File: src/hdl/frame_pkg.sv
package frame_pkg;

   ////////////////////////////////////////
   // raster timing, reduced for short frames
   ////////////////////////////////////////

   // horizontal, in pixel times
   localparam int h_active     = 32;
   localparam int h_sync_start = 36;
   localparam int h_sync_end   = 44;
   localparam int h_total      = 48;

   // vertical, in lines
   localparam int v_active     = 16;
   localparam int v_sync_start = 17;
   localparam int v_sync_end   = 19;
   localparam int v_total      = 22;

   ////////////////////////////////////////
   // frame store geometry
   ////////////////////////////////////////

   // grey pixels, four to a word, lowest byte leftmost
   localparam int pixel_width     = 8;
   localparam int pixels_per_word = 4;
   localparam int word_width      = 32;
   localparam int words_per_line  = 8;
   localparam int frame_words     = 128;
   localparam int addr_width      = 7;

   // sram style pipeline and pixel path depth
   localparam int read_latency    = 2;
   localparam int display_latency = 4;

   // capture queue entries, equal to the credit count
   localparam int queue_depth = 4;

   // square marker drawn over the frozen frame
   localparam int              cursor_size  = 4;
   localparam logic [7:0]      cursor_level = 8'hff;

   typedef enum logic [1:0] {
      mode_capture,
      mode_freeze_wait,
      mode_display
   } video_mode_e;

endpackage

File: src/hdl/video_timing.sv
`timescale 1ns/1ps

module video_timing
   import frame_pkg::*;
(
   input  logic       clk,
   input  logic       reset,
   output logic [5:0] hcount,
   output logic [4:0] vcount,
   output logic       hsync,
   output logic       vsync,
   output logic       blank,
   output logic       frame_start
);

   logic [5:0] h_next;
   logic [4:0] v_next;
   logic       h_wrap;

   // last pixel time of the line
   assign h_wrap = (hcount == 6'(h_total - 1));
   assign h_next = h_wrap ? 6'd0 : hcount + 6'd1;

   // line counter steps only at end of line
   always_comb begin
      if (!h_wrap) begin
         v_next = vcount;
      end else if (vcount == 5'(v_total - 1)) begin
         v_next = 5'd0;
      end else begin
         v_next = vcount + 5'd1;
      end
   end

   ////////////////////////////////////////
   // registered counters and flags
   ////////////////////////////////////////

   // flags come from the next counts so they line up with the counters
   always_ff @(posedge clk) begin
      if (reset) begin
         hcount      <= '0;
         vcount      <= '0;
         hsync       <= 1'b1;
         vsync       <= 1'b1;
         blank       <= 1'b0;
         frame_start <= 1'b0;
      end else begin
         hcount      <= h_next;
         vcount      <= v_next;
         // syncs are active low
         hsync       <= !((h_next >= 6'(h_sync_start)) && (h_next < 6'(h_sync_end)));
         vsync       <= !((v_next >= 5'(v_sync_start)) && (v_next < 5'(v_sync_end)));
         blank       <= (h_next >= 6'(h_active)) || (v_next >= 5'(v_active));
         // single pulse at the top left pixel
         frame_start <= (h_next == 6'd0) && (v_next == 5'd0);
      end
   end

endmodule

File: src/hdl/capture_mode_fsm.sv
`timescale 1ns/1ps

module capture_mode_fsm
   import frame_pkg::*;
(
   input  logic        clk,
   input  logic        reset,
   input  logic        freeze,
   input  logic        resume,
   input  logic        frame_start,
   output video_mode_e mode,
   output logic        capture_restart
);

   video_mode_e mode_next;
   logic        resume_pending;
   logic        restart_next;

   // freeze acts at once, everything else waits for a frame edge
   always_comb begin
      mode_next    = mode;
      restart_next = 1'b0;
      case (mode)
         mode_capture: begin
            if (freeze) mode_next = mode_freeze_wait;
         end
         mode_freeze_wait: begin
            // the frame being written is complete here
            if (frame_start) mode_next = mode_display;
         end
         mode_display: begin
            if (frame_start && (resume_pending || resume)) begin
               mode_next    = mode_capture;
               restart_next = 1'b1;
            end
         end
         default: mode_next = mode_capture;
      endcase
   end

   always_ff @(posedge clk) begin
      if (reset) begin
         mode            <= mode_capture;
         resume_pending  <= 1'b0;
         capture_restart <= 1'b0;
      end else begin
         mode            <= mode_next;
         capture_restart <= restart_next;
         // remember resume until the next frame edge
         if (mode != mode_display || restart_next) begin
            resume_pending <= 1'b0;
         end else if (resume) begin
            resume_pending <= 1'b1;
         end
      end
   end

endmodule

File: src/hdl/pixel_write_queue.sv
`timescale 1ns/1ps

module pixel_write_queue
   import frame_pkg::*;
(
   input  logic                  clk,
   input  logic                  reset,
   input  logic                  cap_valid,
   input  logic [word_width-1:0] cap_word,
   input  logic                  wr_taken,
   output logic                  wr_pending,
   output logic [word_width-1:0] wr_word,
   output logic                  cap_credit
);

   logic [word_width-1:0]          entries [queue_depth];
   logic [$clog2(queue_depth)-1:0] wr_ptr;
   logic [$clog2(queue_depth)-1:0] rd_ptr;
   logic [$clog2(queue_depth):0]   fill;
   logic                           push;

   // source only sends with a credit in hand, full check is a guard
   assign push = cap_valid && (fill != ($clog2(queue_depth) + 1)'(queue_depth));

   // queue storage
   always_ff @(posedge clk) begin
      if (push) begin
         entries[wr_ptr] <= cap_word;
      end
   end

   always_ff @(posedge clk) begin
      if (reset) begin
         wr_ptr     <= '0;
         rd_ptr     <= '0;
         fill       <= '0;
         cap_credit <= 1'b0;
      end else begin
         if (push) wr_ptr <= wr_ptr + 1'b1;
         if (wr_taken) rd_ptr <= rd_ptr + 1'b1;
         case ({push, wr_taken})
            2'b10:   fill <= fill + 1'b1;
            2'b01:   fill <= fill - 1'b1;
            default: fill <= fill;
         endcase
         // each word the store takes frees one entry
         cap_credit <= wr_taken;
      end
   end

   // oldest word offered to the frame store
   assign wr_pending = (fill != '0);
   assign wr_word    = entries[rd_ptr];

endmodule

File: src/hdl/frame_store.sv
`timescale 1ns/1ps

module frame_store
   import frame_pkg::*;
(
   input  logic                  clk,
   input  logic                  reset,
   input  video_mode_e           mode,
   input  logic                  capture_restart,
   input  logic                  rd_req,
   input  logic [addr_width-1:0] rd_addr,
   output logic [word_width-1:0] rd_data,
   input  logic                  wr_pending,
   input  logic [word_width-1:0] wr_word,
   output logic                  wr_taken
);

   logic [word_width-1:0] mem [frame_words];
   logic [word_width-1:0] rd_pipe [read_latency];
   logic [addr_width-1:0] wr_ptr;
   logic [addr_width-1:0] wr_addr;

   // reads own the port, capture uses the free slots
   assign wr_taken = !rd_req && wr_pending && (mode != mode_display);

   // a restart writes its first word at the top of the frame
   assign wr_addr = capture_restart ? '0 : wr_ptr;

   ////////////////////////////////////////
   // single port array and read pipeline
   ////////////////////////////////////////
   always_ff @(posedge clk) begin
      if (wr_taken) begin
         mem[wr_addr] <= wr_word;
      end
      if (rd_req) begin
         rd_pipe[0] <= mem[rd_addr];
      end
      for (int i = 1; i < read_latency; i++) begin
         rd_pipe[i] <= rd_pipe[i-1];
      end
   end

   assign rd_data = rd_pipe[read_latency-1];

   // capture write pointer, wraps at the end of the frame
   always_ff @(posedge clk) begin
      if (reset) begin
         wr_ptr <= '0;
      end else if (wr_taken) begin
         wr_ptr <= (wr_addr == addr_width'(frame_words - 1)) ? '0 : wr_addr + 1'b1;
      end else if (capture_restart) begin
         wr_ptr <= '0;
      end
   end

endmodule

File: src/hdl/display_fetch.sv
`timescale 1ns/1ps

module display_fetch
   import frame_pkg::*;
(
   input  logic                   clk,
   input  logic                   reset,
   input  video_mode_e            mode,
   input  logic [5:0]             hcount,
   input  logic [4:0]             vcount,
   input  logic                   hsync,
   input  logic                   vsync,
   input  logic                   blank,
   input  logic [5:0]             cursor_x,
   input  logic [4:0]             cursor_y,
   output logic                   rd_req,
   output logic [addr_width-1:0]  rd_addr,
   input  logic [word_width-1:0]  rd_data,
   output logic [pixel_width-1:0] vga_pixel,
   output logic                   vga_hsync,
   output logic                   vga_vsync,
   output logic                   vga_blank
);

   // counters and flags travel together as one vector
   logic [13:0]            timing_in;
   logic [13:0]            timing_pipe [display_latency-1];
   logic [5:0]             h_d;
   logic [4:0]             v_d;
   logic                   hs_d;
   logic                   vs_d;
   logic                   blank_d;
   logic                   word_start;
   logic                   cursor_hit;
   logic [word_width-1:0]  shift_word;
   logic [pixel_width-1:0] pixel_src;

   ////////////////////////////////////////
   // read scheduling
   ////////////////////////////////////////

   // one request per four active pixels, data back three cycles later
   always_ff @(posedge clk) begin
      if (reset) begin
         rd_req  <= 1'b0;
         rd_addr <= '0;
      end else begin
         rd_req  <= !blank && (hcount % pixels_per_word == 0);
         rd_addr <= addr_width'(vcount * words_per_line + hcount / pixels_per_word);
      end
   end

   // delay line, one stage short of display_latency
   assign timing_in = {hcount, vcount, hsync, vsync, blank};

   always_ff @(posedge clk) begin
      if (reset) begin
         for (int i = 0; i < display_latency - 1; i++) begin
            timing_pipe[i] <= {11'd0, 3'b111};
         end
      end else begin
         timing_pipe[0] <= timing_in;
         for (int i = 1; i < display_latency - 1; i++) begin
            timing_pipe[i] <= timing_pipe[i-1];
         end
      end
   end

   assign {h_d, v_d, hs_d, vs_d, blank_d} = timing_pipe[display_latency-2];

   ////////////////////////////////////////
   // unpack and overlay
   ////////////////////////////////////////

   // rd_data is valid in the cycle the delayed counter hits a word start
   assign word_start = !blank_d && (h_d % pixels_per_word == 0);
   assign pixel_src  = word_start ? rd_data[pixel_width-1:0] : shift_word[pixel_width-1:0];

   // remaining bytes shift down, leftmost first
   always_ff @(posedge clk) begin
      if (word_start) begin
         shift_word <= rd_data >> pixel_width;
      end else begin
         shift_word <= shift_word >> pixel_width;
      end
   end

   // marker square with its top left at the cursor
   assign cursor_hit = (h_d >= cursor_x) && ((h_d - cursor_x) < 6'(cursor_size)) &&
                       (v_d >= cursor_y) && ((v_d - cursor_y) < 5'(cursor_size));

   always_ff @(posedge clk) begin
      if (reset) begin
         vga_pixel <= '0;
         vga_hsync <= 1'b1;
         vga_vsync <= 1'b1;
         vga_blank <= 1'b1;
      end else begin
         vga_hsync <= hs_d;
         vga_vsync <= vs_d;
         vga_blank <= blank_d;
         // black in blanking and while capturing
         if (blank_d || mode != mode_display) begin
            vga_pixel <= '0;
         end else if (cursor_hit) begin
            vga_pixel <= cursor_level;
         end else begin
            vga_pixel <= pixel_src;
         end
      end
   end

endmodule

File: src/hdl/video_frame_top.sv
`timescale 1ns/1ps

module video_frame_top
   import frame_pkg::*;
(
   input  logic                   clk,
   input  logic                   reset,
   // capture source, credit based
   input  logic                   cap_valid,
   input  logic [word_width-1:0]  cap_word,
   output logic                   cap_credit,
   // mode control and marker position
   input  logic                   freeze,
   input  logic                   resume,
   input  logic [5:0]             cursor_x,
   input  logic [4:0]             cursor_y,
   // video out
   output logic [pixel_width-1:0] vga_pixel,
   output logic                   vga_hsync,
   output logic                   vga_vsync,
   output logic                   vga_blank
);

   // raster
   logic [5:0]            hcount;
   logic [4:0]            vcount;
   logic                  hsync;
   logic                  vsync;
   logic                  blank;
   logic                  frame_start;

   // mode
   video_mode_e           mode;
   logic                  capture_restart;

   // store ports
   logic                  wr_pending;
   logic [word_width-1:0] wr_word;
   logic                  wr_taken;
   logic                  rd_req;
   logic [addr_width-1:0] rd_addr;
   logic [word_width-1:0] rd_data;

   video_timing video_timing_inst (
      .clk         (clk),
      .reset       (reset),
      .hcount      (hcount),
      .vcount      (vcount),
      .hsync       (hsync),
      .vsync       (vsync),
      .blank       (blank),
      .frame_start (frame_start)
   );

   capture_mode_fsm capture_mode_fsm_inst (
      .clk             (clk),
      .reset           (reset),
      .freeze          (freeze),
      .resume          (resume),
      .frame_start     (frame_start),
      .mode            (mode),
      .capture_restart (capture_restart)
   );

   pixel_write_queue pixel_write_queue_inst (
      .clk        (clk),
      .reset      (reset),
      .cap_valid  (cap_valid),
      .cap_word   (cap_word),
      .wr_taken   (wr_taken),
      .wr_pending (wr_pending),
      .wr_word    (wr_word),
      .cap_credit (cap_credit)
   );

   frame_store frame_store_inst (
      .clk             (clk),
      .reset           (reset),
      .mode            (mode),
      .capture_restart (capture_restart),
      .rd_req          (rd_req),
      .rd_addr         (rd_addr),
      .rd_data         (rd_data),
      .wr_pending      (wr_pending),
      .wr_word         (wr_word),
      .wr_taken        (wr_taken)
   );

   display_fetch display_fetch_inst (
      .clk       (clk),
      .reset     (reset),
      .mode      (mode),
      .hcount    (hcount),
      .vcount    (vcount),
      .hsync     (hsync),
      .vsync     (vsync),
      .blank     (blank),
      .cursor_x  (cursor_x),
      .cursor_y  (cursor_y),
      .rd_req    (rd_req),
      .rd_addr   (rd_addr),
      .rd_data   (rd_data),
      .vga_pixel (vga_pixel),
      .vga_hsync (vga_hsync),
      .vga_vsync (vga_vsync),
      .vga_blank (vga_blank)
   );

endmodule

File: config.mk
export PLATFORM = sky130hd
export DESIGN_NAME = video_frame_top
export DESIGN_NICKNAME = d
export VERILOG_FILES = /design/src/hdl/frame_pkg.sv /design/src/hdl/video_timing.sv /design/src/hdl/capture_mode_fsm.sv /design/src/hdl/pixel_write_queue.sv /design/src/hdl/frame_store.sv /design/src/hdl/display_fetch.sv /design/src/hdl/video_frame_top.sv
export SDC_FILE = /design/constraint.sdc
export NUM_CORES = 2
export LEC_CHECK = 0
export BUFFER_PORTS_ARGS = -buffer_cell sky130_fd_sc_hd__buf_2
export CAP_MARGIN = 25
export CORE_MARGIN = 2
export CORE_UTILIZATION = 60
export DETAILED_ROUTE_END_ITERATION = 10
export PLACE_DENSITY = 0.76
export SYNTH_ARGS = -nofsm -noshare
export SYNTH_HDL_FRONTEND = slang
export SYNTH_MEMORY_MAX_BITS = 65536
export SYNTH_SLANG_ARGS = --single-unit
File: constraint.sdc
create_clock -name clk -period 12.13 [get_ports clk]
set_input_delay 2.426 -clock clk [delete_from_list [all_inputs] [get_ports clk]]
set_output_delay 2.426 -clock clk [all_outputs]
set_load 0.02 [all_outputs]
# After elaboration in Yosys (flattened, before gate mapping)
# Memory sizes are Yosys's and may differ from the RTL's. A register that Yosys moved wholly into a read port is not among the register bits.
# Cells that the tools add are included.
word_totals:
  register_bits: 70
  ram_bits: 4330
  word_cells: 121
  mem_count: 4
classes:
  addsub: 10
  order_cmp: 10
  eq_ne: 12
  muxes: 31
  bitwise: 3
  reduce_logical: 31
memory_table:
  columns: ["memory", "depth", "word_bits", "read_ports", "rd_clocked_by_memory_dff", "write_ports", "line", "source"]
  rows:
  - ["frame_store_inst.mem", 128, 32, 1, 1, 1, "frame_store.sv:18", "logic [word_width-1:0] mem [frame_words];"]
  - ["pixel_write_queue_inst.entries", 4, 32, 1, 1, 1, "pixel_write_queue.sv:16", "logic [word_width-1:0] entries [queue_depth];"]
  - ["frame_store_inst.rd_pipe", 2, 32, 2, 0, 2, "frame_store.sv:19", "logic [word_width-1:0] rd_pipe [read_latency];"]
  - ["display_fetch_inst.timing_pipe", 3, 14, 3, 0, 3, "display_fetch.sv:27", "logic [13:0] timing_pipe [display_latency-1];"]
op_table:
  columns: ["op", "count"]
  rows:
  - ["logical NOT 32 bit", 2]
  - ["2-to-1 mux 14 bit", 3]
  - ["2-to-1 mux 7 bit", 4]
  - ["2-to-1 mux 24 bit", 1]
  - ["2-to-1 mux 8 bit", 2]
  - ["greater-or-equal comparator 6 bit (second input constant)", 2]
  - ["logical AND 1 bit", 12]
  - ["2-to-1 mux 1 bit", 11]
  - ["greater-or-equal comparator 5 bit (second input constant)", 2]
  - ["2-to-1 mux 2 bit", 5]
  - ["2-to-1 mux 5 bit", 2]
  - ["adder 7 x 1 -> 7 bit (second input constant)", 1]
  - ["adder 7 x 4 -> 7 bit", 1]
  - ["== test 7 bit (second input constant)", 1]
  - ["adder 6 x 1 -> 6 bit (second input constant)", 1]
  - ["== test 6 bit (second input constant)", 1]
  - ["greater-or-equal comparator 6 bit", 1]
  - ["logical NOT 6 bit", 1]
  - ["less-than comparator 6 x 3 -> 1 bit (second input constant)", 1]
  - ["less-than comparator 6 bit (second input constant)", 1]
  - ["2-to-1 mux 6 bit", 1]
  - ["inequality test 2 bit (second input constant)", 3]
  - ["case mux 2 bit (3 select lines)", 1]
  - ["case mux 3 bit (2 select lines)", 1]
  - ["other kinds (23)", 36]

# Depth between registers and ports, before layout
# An unclocked memory read counts as a cell.
depth:
  word_depth: 7
  depth_mapped: 9

# By module
# From an unflattened synthesis, not the netlist that was laid out.
hier_totals:
  cells_unflattened: 6703
  hier_area_um2: 166739.9
modules_own_cells:
  columns: ["mod", "instances", "cells_per_inst", "area_per_inst_um2", "seq_area_each_um2"]
  rows:
  - ["frame_store", 1, 6090, 157777.6, 124739.6]
  - ["pixel_write_queue", 1, 219, 5153.7, 4043.9]
  - ["display_fetch", 1, 282, 2763.9, 1641.6]
  - ["video_timing", 1, 98, 874.6, 300.3]
  - ["capture_mode_fsm", 1, 14, 170.2, 80.1]

# Worst setup path before layout
# No wires, ideal clock.
synth_path:
  path_type: "input-to-reg"
  start: "input cursor_x[5]"
  end: "register display_fetch_inst.vga_pixel[0]"
  setup_time_ns: 0.074
  arrival_time_ns: 4.012
  setup_slack_ns: 8.044
  path_stages: 7
  path_cell_list: "inv_1 > ha_1 > or3b_2 > a211o_1 > a21oi_1 > o221ai_1 > a31oi_1"
synth_via:
  elab_chain_cells: 6
  elab_cells_between_ends: 7
  cone_classes: "1 x add/sub; 2 x order compare; 1 x mux; 3 x reduce/logical"
synth_lines:
  columns: ["element", "line", "source"]
  rows:
  - ["start: declaration", "video_frame_top.sv:15", "input logic [5:0] cursor_x,"]
  - ["subtractor 6 bit", "display_fetch.sv:89", "assign cursor_hit = (h_d >= cursor_x) && ((h_d - cursor_x) < 6'(cursor_size)) &&"]
  - ["less-than comparator 6 x 3 -> 1 bit", "display_fetch.sv:89", null]
  - ["logical AND 1 bit * (2 in series)", "display_fetch.sv:89", null]
  - ["logical AND 1 bit *", "display_fetch.sv:90", "(v_d >= cursor_y) && ((v_d - cursor_y) < 5'(cursor_size));"]
  - ["2-to-1 mux 8 bit *", "display_fetch.sv:105", "end else if (cursor_hit) begin"]
  - ["end signal: assignment", "display_fetch.sv:106", "vga_pixel <= cursor_level;"]
  - ["end signal: assignment", "display_fetch.sv:108", "vga_pixel <= pixel_src;"]
  - ["end: declaration", "display_fetch.sv:19", "output logic [pixel_width-1:0] vga_pixel,"]
# Mark *: on every way between the ends. The rest lies on a longest branch, timed or not.
# A chain may end at the register's enable or synchronous reset.

==> flow_metrics.env <==
export IMPL_p_leak_nw=55.7
export IMPL_syn_cell_area_sq_mm=0.166
export IMPL_final_common_cell="edfxtp_1"
export IMPL_routed_wl_mm=443
export IMPL_portBuffers=59
export IMPL_worstHoldPathType="register to register"
export IMPL_hold_violations=0
export IMPL_stdcell_area_sq_mm=0.186
export IMPL_avgRoutedWirePerCell_microns=39.9
export IMPL_fmax_mhz=181
export IMPL_core_area_sq_mm=0.276
export IMPL_cts_buffers=420
export IMPL_cts_repair_resized=0
export IMPL_clock_path_buffers=4
export IMPL_tightest_slew_ns=1.10
export IMPL_cts_sink_count=4406
export IMPL_postSynthCellCount=6660
export IMPL_power_density_mw_per_mm2=191
export IMPL_cap_violations=0
export IMPL_clock_skew_ns=0.0608
export IMPL_fin_nets=7097
export IMPL_critPathRequiredTime_ns=12.81
export IMPL_drcViolationCount=0
export IMPL_area_growth_pct=12.2
export IMPL_p_total_mw=35.7
export IMPL_finish_utilization=0.676
export IMPL_cts_tree="built"
export IMPL_slew_viol_final=0
export IMPL_end_kind="register"
export IMPL_path_clk_slew_ns=0.07
export IMPL_cts_setup_buffers=0
export IMPL_globalRouteTotalUtil=0.319
export IMPL_setup_tns_ns=0
export IMPL_ctsHoldBuffers=0
export IMPL_synth_nets=6733
export IMPL_post_dp_hpwl_mm=212
export IMPL_async_flop_share=0
export IMPL_clkLatencyLatePin_ns=0.96
export IMPL_fin_ws_ns=6.60
export IMPL_whs_ns=0.342
export IMPL_synth_edf_count=4256
export IMPL_placed_cells=10302
export IMPL_grt_max_degree=138
export IMPL_fin_crit_ns=5.53
export IMPL_place_congestion=0.834
export IMPL_setup_viol=0
export IMPL_row_count=193
export IMPL_n_fill_cell=15313
export IMPL_die_x_microns=530
export IMPL_yosysSeqAreaShare=0.787
export IMPL_vdd_ir_drop_worst_uv=252
export IMPL_path_cells="buf_4 > buf_4 > buf_4 > mux4_2 > mux4_2 > mux4_2 > mux2_2"
export IMPL_post_place_ws_ns=6.85
export IMPL_via_per_inst=7.12
export IMPL_drive_gt1_frac=0.334
export IMPL_slew_headroom=0.264
export IMPL_vias=79001
export IMPL_first_global_vias=80292
export IMPL_first_pass_iters=8
export IMPL_outcome="complete, no violations"
export IMPL_arrival_ns=6.21
export IMPL_most_common_layout_cells="4256 x edfxtp_1, 1344 x mux4_2, 430 x clkbuf_16"
export IMPL_place_area_sq_mm=0.173
export IMPL_synthTopCellsByArea="edfxtp_1 77%, mux4_2 19%, dfxtp_1 1.8%"
export IMPL_synth_area_leader_cell="edfxtp_1"
export IMPL_rsz0062_at_grt="false"
export IMPL_grt_pass1_wl_mm=620
export IMPL_die_area_sq_mm=0.281
export IMPL_yosys_warnings=0
export IMPL_avgSynthCellArea_sq_um=25.0
export IMPL_period_share=0.456
export IMPL_drt_iter0_markers=13941
export IMPL_initial_core_util=0.602
export IMPL_ys_seq_elements=4406
export IMPL_synthDistinctLibCells=48
export IMPL_critPathKind="register to register"
export IMPL_path_max_fanout=54
export IMPL_antenna_found_initial=50
export IMPL_ioPinCount=60
export IMPL_start_kind="register"
export IMPL_critPathMaxStageDelay_ns=0.92
export IMPL_synth_ff_type="edfxtp_1"
export IMPL_grt_overflow=0
export IMPL_die_y_microns=530
export IMPL_final_cell_count_no_fill=11096
export IMPL_htree_levels=5
export IMPL_antenna_left=0
export IMPL_ctsRootBufferMaster="clkbuf_16"
export IMPL_synth_top_area_share=0.769
export IMPL_cp_slowest_cell="dfxtp_4"
[final cells by class]
type                       count  area, sq um  share of cell area
clock inverter               246         2360              0.0126
multi-input combinational   1883        35000               0.187
inverter                      26         97.6            0.000523
clock buffer                 525        11300              0.0606
timing repair buffer         287         2270              0.0122
sequential                  4406       131000               0.702
tap                         3705         4640              0.0249
antenna                       18         45.0            0.000242
[synthesized netlist by cell type (2+ instances only)]
master,number
mux2_2,33
clkbuf_1,204
and3_1,2
nor4_1,2
mux4_2,1376
xor2_1,7
buf_1,81
a31oi_1,10
nor3_1,13
inv_1,26
a21oi_1,14
or3_1,6
ha_1,24
and2_1,13
nor2b_1,43
nand2_1,91
edfxtp_1,4256
buf_6,2
xnor2_1,7
nor3b_1,2
o21ai_0,12
buf_2,58
nor2_1,166
and4b_1,2
nand3_1,9
o211ai_1,2
nand4_1,5
nand4b_1,4
dfxtp_1,150
or2_2,14
nand2b_1,5
nand3b_1,3
mux2i_1,3
[metal layers]
layer / global-route usage / up-vias / routed length [microns]
li1: - / 29471 / -
met4: 0.130 / 22 / 20500
met5: 0 / - / 133
met3: 0.0743 / 988 / 59600
met2: 0.505 / 6904 / 215000
met1: 0.436 / 41616 / 147000
[worst max-delay path: cells and delay by family, from the launching register on]
kind | cells | cell delay (ns)
buf+inv | 3 | 2.26
flops | 1 | 0.92
mux | 4 | 1.86
[worst paths after layout]
check        depth (start not counted)                                   from                         endpoint  slack, ns
min                                  0         frame_store_inst.rd_pipe[0][6]  frame_store_inst.rd_pipe[0][38]       0.34
min reg2reg                          0         frame_store_inst.rd_pipe[0][6]  frame_store_inst.rd_pipe[0][38]       0.34
max reg2reg                          7  display_fetch_inst.timing_pipe[0][12]   frame_store_inst.rd_pipe[0][6]       6.60
max                                  7  display_fetch_inst.timing_pipe[0][12]   frame_store_inst.rd_pipe[0][6]       6.60
[sequential cells by signal (all words and copies together), names as in the netlist, 2 cells and up, named ones only]
signal	flops
capture_mode_fsm_inst.mode	2
display_fetch_inst.shift_word	24
display_fetch_inst.timing_pipe	42
display_fetch_inst.vga_pixel	8
frame_store_inst.mem	4096
frame_store_inst.rd_pipe	64
frame_store_inst.wr_ptr	7
pixel_write_queue_inst.entries	128
pixel_write_queue_inst.fill	3
pixel_write_queue_inst.rd_ptr	2
pixel_write_queue_inst.wr_ptr	2
video_timing_inst.hcount	6
video_timing_inst.vcount	5
[report_power, final]
part / total (mW) / switching [mW] / internal (mW)
combinational: 3.51 / 2.93 / 0.587
clock: 13.2 / 5.75 / 7.45
sequential: 19.0 / 0.0969 / 18.9
total: 35.7 / 8.78 / 26.9
[cell families after synthesis]
kind of cell	share of synthesized area
AOI/OAI and AO/OA	0.00181
xor gates and xnor gates	0.000738
adders and majority gates	0.00193
buffers and inverters	0.00891
DFF	0.787
muxes	0.189
and+or+nand+nor	0.0106
Power figures use the tool's default switching activity.
